$ cat config.mk
export PLATFORM = sky130hd
export DESIGN_NAME = coefLoader
export DESIGN_NICKNAME = d
export VERILOG_FILES = /design/src/hdl/iirTypesPkg.sv /design/src/hdl/gpioCmdPkg.sv /design/src/hdl/coefLoader.sv
export SDC_FILE = /design/constraint.sdc
export NUM_CORES = 1
export LEC_CHECK = 0
export ABC_AREA = 1
export BUFFER_PORTS_ARGS = -buffer_cell sky130_fd_sc_hd__buf_2
export CORE_ASPECT_RATIO = 0.75
export CORE_MARGIN = 2
export CORE_UTILIZATION = 40
export CTS_CLUSTER_SIZE = 24
export DETAILED_ROUTE_END_ITERATION = 16
export PLACE_DENSITY_LB_ADDON = 0.15
export SLEW_MARGIN = 20
export SYNTH_ARGS = -nofsm -noshare
export SYNTH_HDL_FRONTEND = slang
export SYNTH_SLANG_ARGS = --single-unit
$ cat constraint.sdc
create_clock -name sysClk -period 1.5 [get_ports sysClk]
set_clock_uncertainty 0.2 [all_clocks]
set_input_delay 0.45 -clock sysClk [delete_from_list [all_inputs] [get_ports sysClk]]
set_output_delay 0.45 -clock sysClk [all_outputs]
set_load 0.02 [all_outputs]
$ cat src/hdl/iirTypesPkg.sv
/*
 * Sample and coefficient definitions shared by the IIR filter datapath.
 * Imported by the stages, the coefficient banks and the top level.
 */
package iirTypesPkg;

    // Defaults for the top-level parameters
    localparam int DEFAULT_STAGES     = 3;
    localparam int DEFAULT_DATA_WIDTH = 16;
    localparam int DEFAULT_COEF_WIDTH = 25;

    // 24 high bits from the address word plus 31 low bits from the value word
    localparam int MAX_COEF_WIDTH = 55;

    // Integer part of a coefficient, sign included, covering -4 up to just under 4
    localparam int COEF_INT_BITS = 3;

    // Fraction bits that go with a given coefficient width
    function automatic int coefFracBits(input int coefWidth);
        return coefWidth - COEF_INT_BITS;
    endfunction

    // Coefficient slots, in the order the stage multiplies them
    typedef enum logic [2:0] {
        coefB0 = 3'd0,
        coefB1 = 3'd1,
        coefB2 = 3'd2,
        coefA1 = 3'd3,
        coefA2 = 3'd4
    } coefSlotT;

    // Biquad stage FSM
    typedef enum logic [1:0] {
        stIdle,   // Waiting for an input sample
        stMac,    // One product per cycle
        stRound,  // Round and saturate
        stHold    // Output valid, waiting for ready
    } stageStateT;

endpackage

$ cat src/hdl/gpioCmdPkg.sv
/*
 * Layout of the 32-bit host register word used to load coefficients.
 * Address words carry slot, stage and high bits; value words carry the low bits.
 */
package gpioCmdPkg;

    // Bit 31 selects the kind of word
    typedef enum logic {
        cmdAddress = 1'b0,
        cmdValue   = 1'b1
    } gpioKindT;

    localparam int KIND_BIT  = 31;
    localparam int SLOT_LSB  = 0;
    localparam int STAGE_LSB = 3;
    localparam int HIGH_LSB  = 8;

    // Field widths follow from the positions above
    localparam int SLOT_WIDTH  = STAGE_LSB - SLOT_LSB;
    localparam int STAGE_WIDTH = HIGH_LSB - STAGE_LSB;
    localparam int HIGH_WIDTH  = 32 - HIGH_LSB;

    // Low coefficient bits in a value word, all below the kind bit
    localparam int LOW_WIDTH = KIND_BIT;

endpackage

$ cat src/hdl/coefLoader.sv
/*
 * Decodes host register writes into coefficient writes for the filter stages.
 * An address word picks stage and slot, a value word completes and writes the value.
 */
module coefLoader #(
    parameter int STAGES            = iirTypesPkg::DEFAULT_STAGES,
    parameter int COEFFICIENT_WIDTH = iirTypesPkg::DEFAULT_COEF_WIDTH
) (
    input  logic                         sysClk,
    input  logic                         rst,
    input  logic                         gpioStrobe,
    input  logic [31:0]                  gpioData,
    output iirTypesPkg::coefSlotT        coefSlot,
    output logic [COEFFICIENT_WIDTH-1:0] coefValue,
    output logic [STAGES-1:0]            coefWrite
);
    import iirTypesPkg::*;
    import gpioCmdPkg::*;

    gpioKindT                  kind;
    coefSlotT                  slotSel;    // Latched from the address word
    logic [STAGE_WIDTH-1:0]    stageSel;
    logic [HIGH_WIDTH-1:0]     highBits;
    logic [MAX_COEF_WIDTH-1:0] fullCoef;
    logic [STAGES-1:0]         stageMask;

    assign kind     = gpioKindT'(gpioData[KIND_BIT]);
    assign fullCoef = {highBits, gpioData[LOW_WIDTH-1:0]};

    // Stage index out of range leaves the mask empty
    always_comb begin
        stageMask = '0;
        for (int s = 0; s < STAGES; s++) begin
            stageMask[s] = (int'(stageSel) == s);
        end
    end

    always_ff @(posedge sysClk) begin
        if (rst) begin
            slotSel   <= coefB0;
            stageSel  <= '0;
            highBits  <= '0;
            coefSlot  <= coefB0;
            coefWrite <= '0;
        end else begin
            coefWrite <= '0;   // Single-cycle pulse
            if (gpioStrobe && kind == cmdAddress) begin
                slotSel  <= coefSlotT'(gpioData[SLOT_LSB +: SLOT_WIDTH]);
                stageSel <= gpioData[STAGE_LSB +: STAGE_WIDTH];
                highBits <= gpioData[HIGH_LSB +: HIGH_WIDTH];
            end
            if (gpioStrobe && kind == cmdValue) begin
                coefSlot  <= slotSel;
                coefWrite <= stageMask;
            end
        end
    end

    // Value register, only meaningful while a write bit is high
    always_ff @(posedge sysClk) begin
        if (gpioStrobe && kind == cmdValue) begin
            coefValue <= fullCoef[COEFFICIENT_WIDTH-1:0];
        end
    end

endmodule

==> impl_metrics.toml <==
[pwr]
p_sw_share_pct = 20.8
peakVddDrop_mv = 0.790
internal-power_mw = 1.97
seqPwrFrac_pct = 49.6
p_leak_nw = 0.836
power.switching_mw = 0.517
p_clk_share_pct = 40.4
power-per-cell-area_nw_per_um2 = 1360
p_comb_share_pct = 10.0

[yosys]
synth_top_cells_by_area = "edfxtp_1 (57%), dfxtp_1 (21%), nor2_1 (7.6%)"
synth_area_per_cell_sq_um = 12.4
synth_top_area_share_pct = 56.7
ys_seq_elements = 39
yosysSeqAreaShare_pct = 77.8
syn_area_sq_um = 1330
synthCells = 107
synth_top_cell_by_area = "edfxtp_1"
synth_nets = 142
yosys_warnings = 0
synth_cell_types = 14

[placement]
routabilityCongestion = 0.709
dp_slack_ns = 0.0577
io_buffers = 59
dp_hpwl_mm = 1.70
postPlaceCellArea_sq_um = 1680

[drt]
drt_wl_total_mm = 2.35
vias = 940
wl_per_cell_microns = 10.9
final_antenna_net_count = 0
drt_pass1_iterations = 4
dr.first_iter.drc_count = 89
drc_errors = 0
drt-vias-per-instance = 4.37

[timing]
tns_ns = 0
rsz0062_at_grt = "true"
finalCritPeriodShare_pct = 98.4
layout_setup_ws_ns = 0.0238
max_freq_mhz = 677
finalSetupViolCount = 0
worst_pin_slew_ns = 0.262
hold_viol = 0
slew_violations = 0
relSlewSlack_pct = 82.5
min_period_ns = 1.48

[cells_and_area]
area_growth_pct = 38.1
stdcell_area_sq_um = 1830
multiInputGateArea_sq_um = 228
diodes = 0
nFillCells = 292
nets = 209
layout-drive-gt1-share_pct = 43.4
regArea_sq_um = 1030

[floorplanning]
core_area_sq_um = 3220
io_pins = 66
dieHeight_microns = 53.8
rows = 18
die_x_microns = 70.5
start_util_pct = 41.1
design.die.area_sq_um = 3790

[clock_tree]
tritoncts = "built"
clock_latency_ns = 0.28
cts-root-buf = "clkbuf_8"
ctsLongestPathBuffers = 2
cts.sinks = 39
path_clk_slew_ns = 0.07
cts_setup_buffers = 0
cts_buffers = 5
htreeDepth = 2

[global_route]
gr-usage-all-layers_pct = 13.1
overflow = 0
grt_max_degree = 31
antenna_found_initial = 0
grt_pass1_vias = 835
grt_pass1_wl_mm = 3.60

[setup_path]
cp.required_ns = 0.85
cp_slowest_cell = "edfxtp_1"
crit_family = "flip-flops"
cp_num_buf_inv = 1
start_kind = "register"
cp_data_arrival_time_ns = 0.83
crit_chain = "buf_6"
endpoint_kind = "output pin"
crit_fanout = 1
cp_slowest_stage_delay_ns = 0.40
path_class = "register to output pin"

[min_path]
hp-class = "input port to register"

[outcome]
outcome = "finished, final reports clean"

[run]
drv_cap = 0
==> synth_stat cells <==
master and instances:
nand2_1 9, nor2_4 1, nand3_2 1, nand2_2 1
inv_1 10, clkinv_2 1, dfxtp_1 14, edfxtp_1 25
nand3_1 10, nor2_1 27, buf_2 1, buf_4 1
inv_2 3, o21ai_1 3
==> cell type report <==
cell class | count | share of cell area (%)
flip-flops and latches | 39 | 56.4
repair buffers | 62 | 18.1
multi-input cells | 52 | 12.4
clock buffers | 6 | 3.97
clock inverters | 2 | 3.28
inverters | 14 | 3.15
well taps | 40 | 2.74
==> final timing paths <==
check / startpoint / to / slack (ns) / cells after the start
setup / recovery: coefValue[10] / coefValue[10] / 0.02 / 1
hold / removal: gpioData[22] / coefValue[22] / 0.14 / 1
setup reg to reg: stageSel[2] / coefWrite[0] / 0.59 / 3
hold reg to reg: stageSel[0] / coefWrite[1] / 0.28 / 2
==> registers in the layout, summed over array words and instances (netlist names) <==
| signal | flops |
|---|---|
| stageSel | 5 |
| coefValue | 25 |
| coefSlot | 3 |
| coefWrite | 3 |
| slotSel | 3 |
==> stage by stage <==
stage | total power, mW | utilization, % | hold WS [ns] | instances
floorplan | 1.40 | - | 0.252 | 107
CTS | 2.52 | 56.4 | 0.125 | 215
finish | 2.49 | 56.8 | 0.136 | 215
detailed placement | 1.51 | 52.3 | 0.270 | 207
global route | 2.59 | 56.8 | 0.121 | 215
global placement | 1.50 | 52.3 | 0.264 | 207
==> repair_timing <==
item,CTS,global route
setup endpoints to repair,1,4
hold buffers,0,0
pin swaps,0,0
gates resized for setup,0,4
cloned,0,0
==> kinds of logic after synthesis <==
family,synth area share [%]
DFF,77.8
and+or+nand+nor,16.1
buffers and inverters,5.00
AOI/OAI and AO/OA,1.13
==> layer usage <==
layer  part of all wire (%)  wire length [microns]  vias up  track usage [%]
li1                       -                      -      481                -
met1                     44                   1040      413             14.4
met2                     45                   1050       41             21.5
met3                    9.3                    219        5             5.81
met4                    1.5                     36        0             7.69
met5                      0                      0        -                0
==> placed cells by master, fill, tap and decap left out <==
master,instances
buf_2,57
buf_4,3
buf_6,2
bufinv_16,2
clkbuf_1,1
clkbuf_8,5
clkinv_4,1
dfxtp_1,14
edfxtp_1,25
inv_1,10
inv_2,3
nand2_1,9
nand2_2,1
nand3_1,10
nand3_2,1
nor2_1,27
nor2_4,1
o21ai_1,3
==> power groups by stage <==
stage / Clock (mW) / Sequential, mW / Combinational [mW]
after global routing: 1.07 / 1.24 / 0.274
final: 1.01 / 1.23 / 0.249
after CTS: 1.04 / 1.23 / 0.249
after floorplan: 0 / 1.33 / 0.0737
after global placement: 0 / 1.25 / 0.244
after detailed placement: 0 / 1.26 / 0.249
Power figures use the tool's default switching activity.
