`src/hdl/iirTypesPkg.sv`:
```
/*
 * Sample and coefficient definitions shared by the IIR filter datapath.
 * Imported by the stages, the coefficient banks and the top level.
 */
package iirTypesPkg;

    // Defaults for the top-level parameters
    localparam int DEFAULT_STAGES     = 3;
    localparam int DEFAULT_DATA_WIDTH = 16;
    localparam int DEFAULT_COEF_WIDTH = 25;

    // 24 high bits from the address word plus 31 low bits from the value word
    localparam int MAX_COEF_WIDTH = 55;

    // Integer part of a coefficient, sign included, covering -4 up to just under 4
    localparam int COEF_INT_BITS = 3;

    // Fraction bits that go with a given coefficient width
    function automatic int coefFracBits(input int coefWidth);
        return coefWidth - COEF_INT_BITS;
    endfunction

    // Coefficient slots, in the order the stage multiplies them
    typedef enum logic [2:0] {
        coefB0 = 3'd0,
        coefB1 = 3'd1,
        coefB2 = 3'd2,
        coefA1 = 3'd3,
        coefA2 = 3'd4
    } coefSlotT;

    // Biquad stage FSM
    typedef enum logic [1:0] {
        stIdle,   // Waiting for an input sample
        stMac,    // One product per cycle
        stRound,  // Round and saturate
        stHold    // Output valid, waiting for ready
    } stageStateT;

endpackage

```
`src/hdl/coefBank.sv`:
```
/*
 * Coefficient registers of one biquad stage.
 * A write strobe updates the register chosen by the slot code.
 */
module coefBank #(
    parameter int COEFFICIENT_WIDTH = iirTypesPkg::DEFAULT_COEF_WIDTH
) (
    input  logic                                sysClk,
    input  logic                                rst,
    input  logic                                coefWrite,
    input  iirTypesPkg::coefSlotT               coefSlot,
    input  logic [COEFFICIENT_WIDTH-1:0]        coefValue,
    output logic signed [COEFFICIENT_WIDTH-1:0] b0,
    output logic signed [COEFFICIENT_WIDTH-1:0] b1,
    output logic signed [COEFFICIENT_WIDTH-1:0] b2,
    output logic signed [COEFFICIENT_WIDTH-1:0] a1,
    output logic signed [COEFFICIENT_WIDTH-1:0] a2
);
    import iirTypesPkg::*;

    always_ff @(posedge sysClk) begin
        if (rst) begin
            // Zero coefficients give a silent stage
            b0 <= '0;
            b1 <= '0;
            b2 <= '0;
            a1 <= '0;
            a2 <= '0;
        end else if (coefWrite) begin
            case (coefSlot)
                coefB0:  b0 <= coefValue;
                coefB1:  b1 <= coefValue;
                coefB2:  b2 <= coefValue;
                coefA1:  a1 <= coefValue;
                coefA2:  a2 <= coefValue;
                default: ;   // Codes 5 to 7 do nothing
            endcase
        end
    end

endmodule

```
`src/hdl/biquadStage.sv`:
```
/*
 * One direct-form-I biquad section with a single shared multiplier.
 * Accepts a sample in idle, runs five products, rounds and saturates,
 * then holds the result until the downstream side takes it.
 */
module biquadStage #(
    parameter int DATA_WIDTH        = iirTypesPkg::DEFAULT_DATA_WIDTH,
    parameter int COEFFICIENT_WIDTH = iirTypesPkg::DEFAULT_COEF_WIDTH
) (
    input  logic                         sysClk,
    input  logic                         rst,
    input  logic                         coefWrite,
    input  iirTypesPkg::coefSlotT        coefSlot,
    input  logic [COEFFICIENT_WIDTH-1:0] coefValue,
    input  logic signed [DATA_WIDTH-1:0] inData,
    input  logic                         inValid,
    output logic                         inReady,
    output logic signed [DATA_WIDTH-1:0] outData,
    output logic                         outValid,
    input  logic                         outReady
);
    import iirTypesPkg::*;

    localparam int COEF_FRAC_BITS = coefFracBits(COEFFICIENT_WIDTH);
    localparam int PROD_WIDTH     = DATA_WIDTH + COEFFICIENT_WIDTH;
    localparam int ACC_WIDTH      = PROD_WIDTH + 3;   // Room for five full products

    localparam logic signed [ACC_WIDTH-1:0] ROUND_HALF = ACC_WIDTH'(1) << (COEF_FRAC_BITS - 1);
    localparam logic signed [ACC_WIDTH-1:0] SAT_MAX =
        {{(ACC_WIDTH - DATA_WIDTH + 1){1'b0}}, {(DATA_WIDTH - 1){1'b1}}};
    localparam logic signed [ACC_WIDTH-1:0] SAT_MIN = ~SAT_MAX;

    stageStateT state;
    coefSlotT   macSlot;   // Product being accumulated

    logic signed [COEFFICIENT_WIDTH-1:0] b0, b1, b2, a1, a2;
    logic signed [DATA_WIDTH-1:0]        xCur, x1, x2, y1, y2;
    logic signed [COEFFICIENT_WIDTH-1:0] macCoef;
    logic signed [DATA_WIDTH-1:0]        macData;
    logic signed [PROD_WIDTH-1:0]        product;
    logic signed [ACC_WIDTH-1:0]         productExt;
    logic signed [ACC_WIDTH-1:0]         acc;
    logic signed [ACC_WIDTH-1:0]         rounded;
    logic signed [ACC_WIDTH-1:0]         shifted;
    logic signed [DATA_WIDTH-1:0]        satResult;

    coefBank #(
        .COEFFICIENT_WIDTH(COEFFICIENT_WIDTH)
    ) i_coefBank (
        .sysClk   (sysClk),
        .rst      (rst),
        .coefWrite(coefWrite),
        .coefSlot (coefSlot),
        .coefValue(coefValue),
        .b0       (b0),
        .b1       (b1),
        .b2       (b2),
        .a1       (a1),
        .a2       (a2)
    );

    assign inReady  = (state == stIdle);
    assign outValid = (state == stHold);

    // Operand select for the shared multiplier
    always_comb begin
        case (macSlot)
            coefB0:  begin macCoef = b0; macData = xCur; end
            coefB1:  begin macCoef = b1; macData = x1;   end
            coefB2:  begin macCoef = b2; macData = x2;   end
            coefA1:  begin macCoef = a1; macData = y1;   end
            coefA2:  begin macCoef = a2; macData = y2;   end
            default: begin macCoef = '0; macData = '0;   end
        endcase
    end

    assign product    = macCoef * macData;
    assign productExt = ACC_WIDTH'(product);

    // Round half up, then clip to the sample range
    always_comb begin
        rounded = acc + ROUND_HALF;
        shifted = rounded >>> COEF_FRAC_BITS;
        if (shifted > SAT_MAX) begin
            satResult = SAT_MAX[DATA_WIDTH-1:0];
        end else if (shifted < SAT_MIN) begin
            satResult = SAT_MIN[DATA_WIDTH-1:0];
        end else begin
            satResult = shifted[DATA_WIDTH-1:0];
        end
    end

    always_ff @(posedge sysClk) begin
        if (rst) begin
            state   <= stIdle;
            macSlot <= coefB0;
            x1      <= '0;
            x2      <= '0;
            y1      <= '0;
            y2      <= '0;
        end else begin
            case (state)
                stIdle: if (inValid) begin
                    macSlot <= coefB0;
                    state   <= stMac;
                end
                stMac: if (macSlot == coefA2) begin
                    state <= stRound;
                end else begin
                    macSlot <= coefSlotT'(macSlot + 3'd1);
                end
                stRound: state <= stHold;
                stHold: if (outReady) begin
                    // Histories advance only when the output is taken
                    x2    <= x1;
                    x1    <= xCur;
                    y2    <= y1;
                    y1    <= outData;
                    state <= stIdle;
                end
                default: state <= stIdle;
            endcase
        end
    end

    always_ff @(posedge sysClk) begin
        if (state == stIdle && inValid) begin
            xCur <= inData;
            acc  <= '0;
        end
        if (state == stMac) begin
            if (macSlot == coefA1 || macSlot == coefA2) acc <= acc - productExt;   // Feedback terms
            else acc <= acc + productExt;
        end
        if (state == stRound) outData <= satResult;
    end

endmodule

```
`config.mk`:
```
export PLATFORM = sky130hd
export DESIGN_NAME = biquadStage
export DESIGN_NICKNAME = d
export VERILOG_FILES = /design/src/hdl/iirTypesPkg.sv /design/src/hdl/coefBank.sv /design/src/hdl/biquadStage.sv
export SDC_FILE = /design/constraint.sdc
export NUM_CORES = 2
export LEC_CHECK = 0
export ABC_AREA = 1
export BUFFER_PORTS_ARGS = -buffer_cell sky130_fd_sc_hd__buf_2
export CAP_MARGIN = 40
export CORE_ASPECT_RATIO = 1.4
export CORE_MARGIN = 1
export CORE_UTILIZATION = 40
export CTS_CLUSTER_SIZE = 16
export DETAILED_ROUTE_END_ITERATION = 10
export SLEW_MARGIN = 20
export SYNTH_ARGS = -nofsm -noshare
export SYNTH_HDL_FRONTEND = slang
export SYNTH_SLANG_ARGS = --single-unit
```
`constraint.sdc`:
```
create_clock -name sysClk -period 21.3 [get_ports sysClk]
set_input_delay 6.39 -clock sysClk [delete_from_list [all_inputs] [get_ports sysClk]]
set_output_delay 6.39 -clock sysClk [all_outputs]
set_load 0.01 [all_outputs]
```
==> impl_metrics.env <==
export IMPL_whs_ps=453.6
export IMPL_die_y_um=330.0
export IMPL_fmax_ghz=0.08192
export IMPL_grt_usage_pct=24.71
export IMPL_io_pin_count=67
export IMPL_cts_made_buffers=30
export IMPL_synthCells=4178
export IMPL_start_util_pct=40.64
export IMPL_hold_viol_final=0
export IMPL_path_clk_slew_ps=60
export IMPL_htreeDepth=1
export IMPL_drt_pass1_iter_count=7
export IMPL_grt_overflow_total=0
export IMPL_yosys_warnings=0
export IMPL_fin_skew_ps=22.39
export IMPL_coreArea_um2=75640
export IMPL_yosysMostFrequentCell="inv_1"
export IMPL_yosys_top_cells_count="882 x inv_1, 739 x nand2_1, 594 x nor2_1"
export IMPL_period_needed_ps=12210
export IMPL_crit_path_end_kind="flop"
export IMPL_fin_area_um2=33080
export IMPL_root_buffer="clkbuf_16"
export IMPL_path_delay_family="simple AND/OR/NAND/NOR gates"
export IMPL_hp_class="reg -> reg"
export IMPL_status="completed"
export IMPL_path_buf_inv=10
export IMPL_routed_wl_um=94910
export IMPL_synth_area_um2=30740
export IMPL_clockBufferDepth=3
export IMPL_grt_max_degree=98
export IMPL_tritoncts="yes"
export IMPL_netlist_cell_type_count=54
export IMPL_post_cts_buffers=0
export IMPL_cts_sinks=270
export IMPL_num_antenna_cells=0
export IMPL_setup_ws_ps=9093
export IMPL_synth_ff_type="dfxtp_1"
export IMPL_syn_area_per_cell_um2=7.358
export IMPL_setup_violations=0
export IMPL_path_common_cell="nand2_1"
export IMPL_slew_headroom_pct=42.82
export IMPL_nets=4758
export IMPL_drive_above_1_share_pct=6.014
export IMPL_slowest_stage="and2_1"
export IMPL_synth_seq_cells=270
export IMPL_arrival_ps=12540
export IMPL_min_period_over_period_pct=57.31
export IMPL_synth_edf_count=76
export IMPL_cap_violations=0
export IMPL_synth_seq_area_share_pct=20.06
export IMPL_place_congestion=0.9862
export IMPL_post_drt_wl_per_cell_um=18.40
export IMPL_synthToLayoutAreaGrowth_pct=7.599
export IMPL_via_per_inst=5.126
export IMPL_slowest_delay_ps=730
export IMPL_path_max_fanout=41
export IMPL_num_vias=26438
export IMPL_dp_slack_ps=9300
export IMPL_drc=0
export IMPL_clk_latency_ps=580
export IMPL_synthArstFlopShare_pct=0
export IMPL_synth_area_leader_cell="fa_1"
export IMPL_cts_hold_buffers=0
export IMPL_fill_cells=7811
export IMPL_synth_top_cell_area_share_pct=25.33
export IMPL_die_area_um2=77980
export IMPL_grt_pass1_vias=26907
export IMPL_path_class="reg -> reg"
export IMPL_finalSetupTns_ps=0
export IMPL_place_area_um2=32100
export IMPL_hpwl_um=76690
export IMPL_antenna_found_initial=0
export IMPL_synth_area_leaders="fa_1 25%, dfxtp_1 13%, inv_1 11%"
export IMPL_cp_start_kind="flop"
export IMPL_die_x_um=236.3
export IMPL_cts_resized=0
export IMPL_rsz0062_at_grt="no"
export IMPL_num_rows=119
export IMPL_slew_violations=0
export IMPL_grt_pass1_wl_um=150200
export IMPL_synth_nets=4770
export IMPL_io_buffers=66
export IMPL_critPathRequiredTime_ps=21630
export IMPL_drt_iter0_drc=1649
export IMPL_tightest_slew_ps=857.7
export IMPL_drtAntennaViolNets=0
==> worst paths after layout <==
path,endpoint,cells past startpoint,slack [ps],start
worst max-delay path,acc[43],50,9090,macSlot[2]
worst min-delay path,i_coefBank.a1[11],2,450,i_coefBank.a1[11]
worst max register to register,acc[43],50,9090,macSlot[2]
worst min register to register,i_coefBank.a1[11],2,450,i_coefBank.a1[11]
==> worst reg2reg max path: cells and delay by family (launching register included) <==
family	cells	cell delay (ps)
flip-flops	1	540
buffers and inverters	10	1730
XOR/XNOR	1	180
AO/OA/AOI/OAI	3	820
adder cells (fa/ha/maj)	9	3650
AND/OR/NAND/NOR	27	5030
==> stage by stage <==
stage,util [%],cells
6_report,43.73,5158
5_1_grt,43.73,5158
4_1_cts,43.71,5157
3_5_place_dp,42.43,5101
3_3_place_gp,42.24,5093
2_1_floorplan,-,4178
==> logic make-up (layout without fill, tap and decap cells) <==
group / Yosys count / count (layout) / synth area share (%)
flops: 270 / 270 / 20.06
buf+inv: 1051 / 1063 / 12.94
fa+ha+maj: 543 / 543 / 31.60
simple gates: 1598 / 1598 / 21.59
xor+xnor: 68 / 68 / 2.035
compound gates: 648 / 648 / 11.77
==> registers in the layout, indices dropped and copies added, names as in the netlist <==
register / count
state: 2
macSlot: 3
acc: 44
y1: 16
y2: 16
i_coefBank.a2: 25
x1: 16
xCur: 16
outData: 16
i_coefBank.b0: 25
i_coefBank.b1: 25
x2: 16
i_coefBank.b2: 25
i_coefBank.a1: 25
==> layout make-up <==
type | count | area (µm²) | area share, %
multi-input combinational | 2857 | 20630 | 62.38
sequential | 270 | 6166 | 18.64
timing repair buffer | 103 | 700.7 | 2.118
clock buffer | 46 | 893.4 | 2.701
tap | 968 | 1211 | 3.662
inverter | 904 | 3398 | 10.27
clock inverter | 10 | 73.82 | 0.2232
==> cell usage in the layout (no fill, tap or decap), drive strengths merged, types with 2 or more instances in the layout <==
cell type  count
a21boi         2
a21o           6
a21oi        221
a221oi        39
a31oi         15
and2          38
buf          103
clkbuf        46
clkinv        15
dfxtp        194
edfxtp        76
fa           389
ha           154
inv          899
nand2        763
nand3         87
nand3b         3
nand4         41
nor2         618
nor3          34
nor3b          2
nor4           8
o2111ai        2
o211ai         5
o21a          16
o21ai        289
o21bai         6
o22ai         42
o31ai          2
or2            3
xnor2         35
xor2          33
==> metal layers <==
layer	vias to the layer above	GRT usage (%)	part of all wire (%)
met1	12732	28.20	38
met4	0	11.89	5.6
met3	235	2.256	3.7
met5	-	0	0
li1	12810	-	-
met2	661	46.11	52
Power is not shown: default switching activity piles up to over one toggle a cycle in this logic, so the estimate is an artifact.
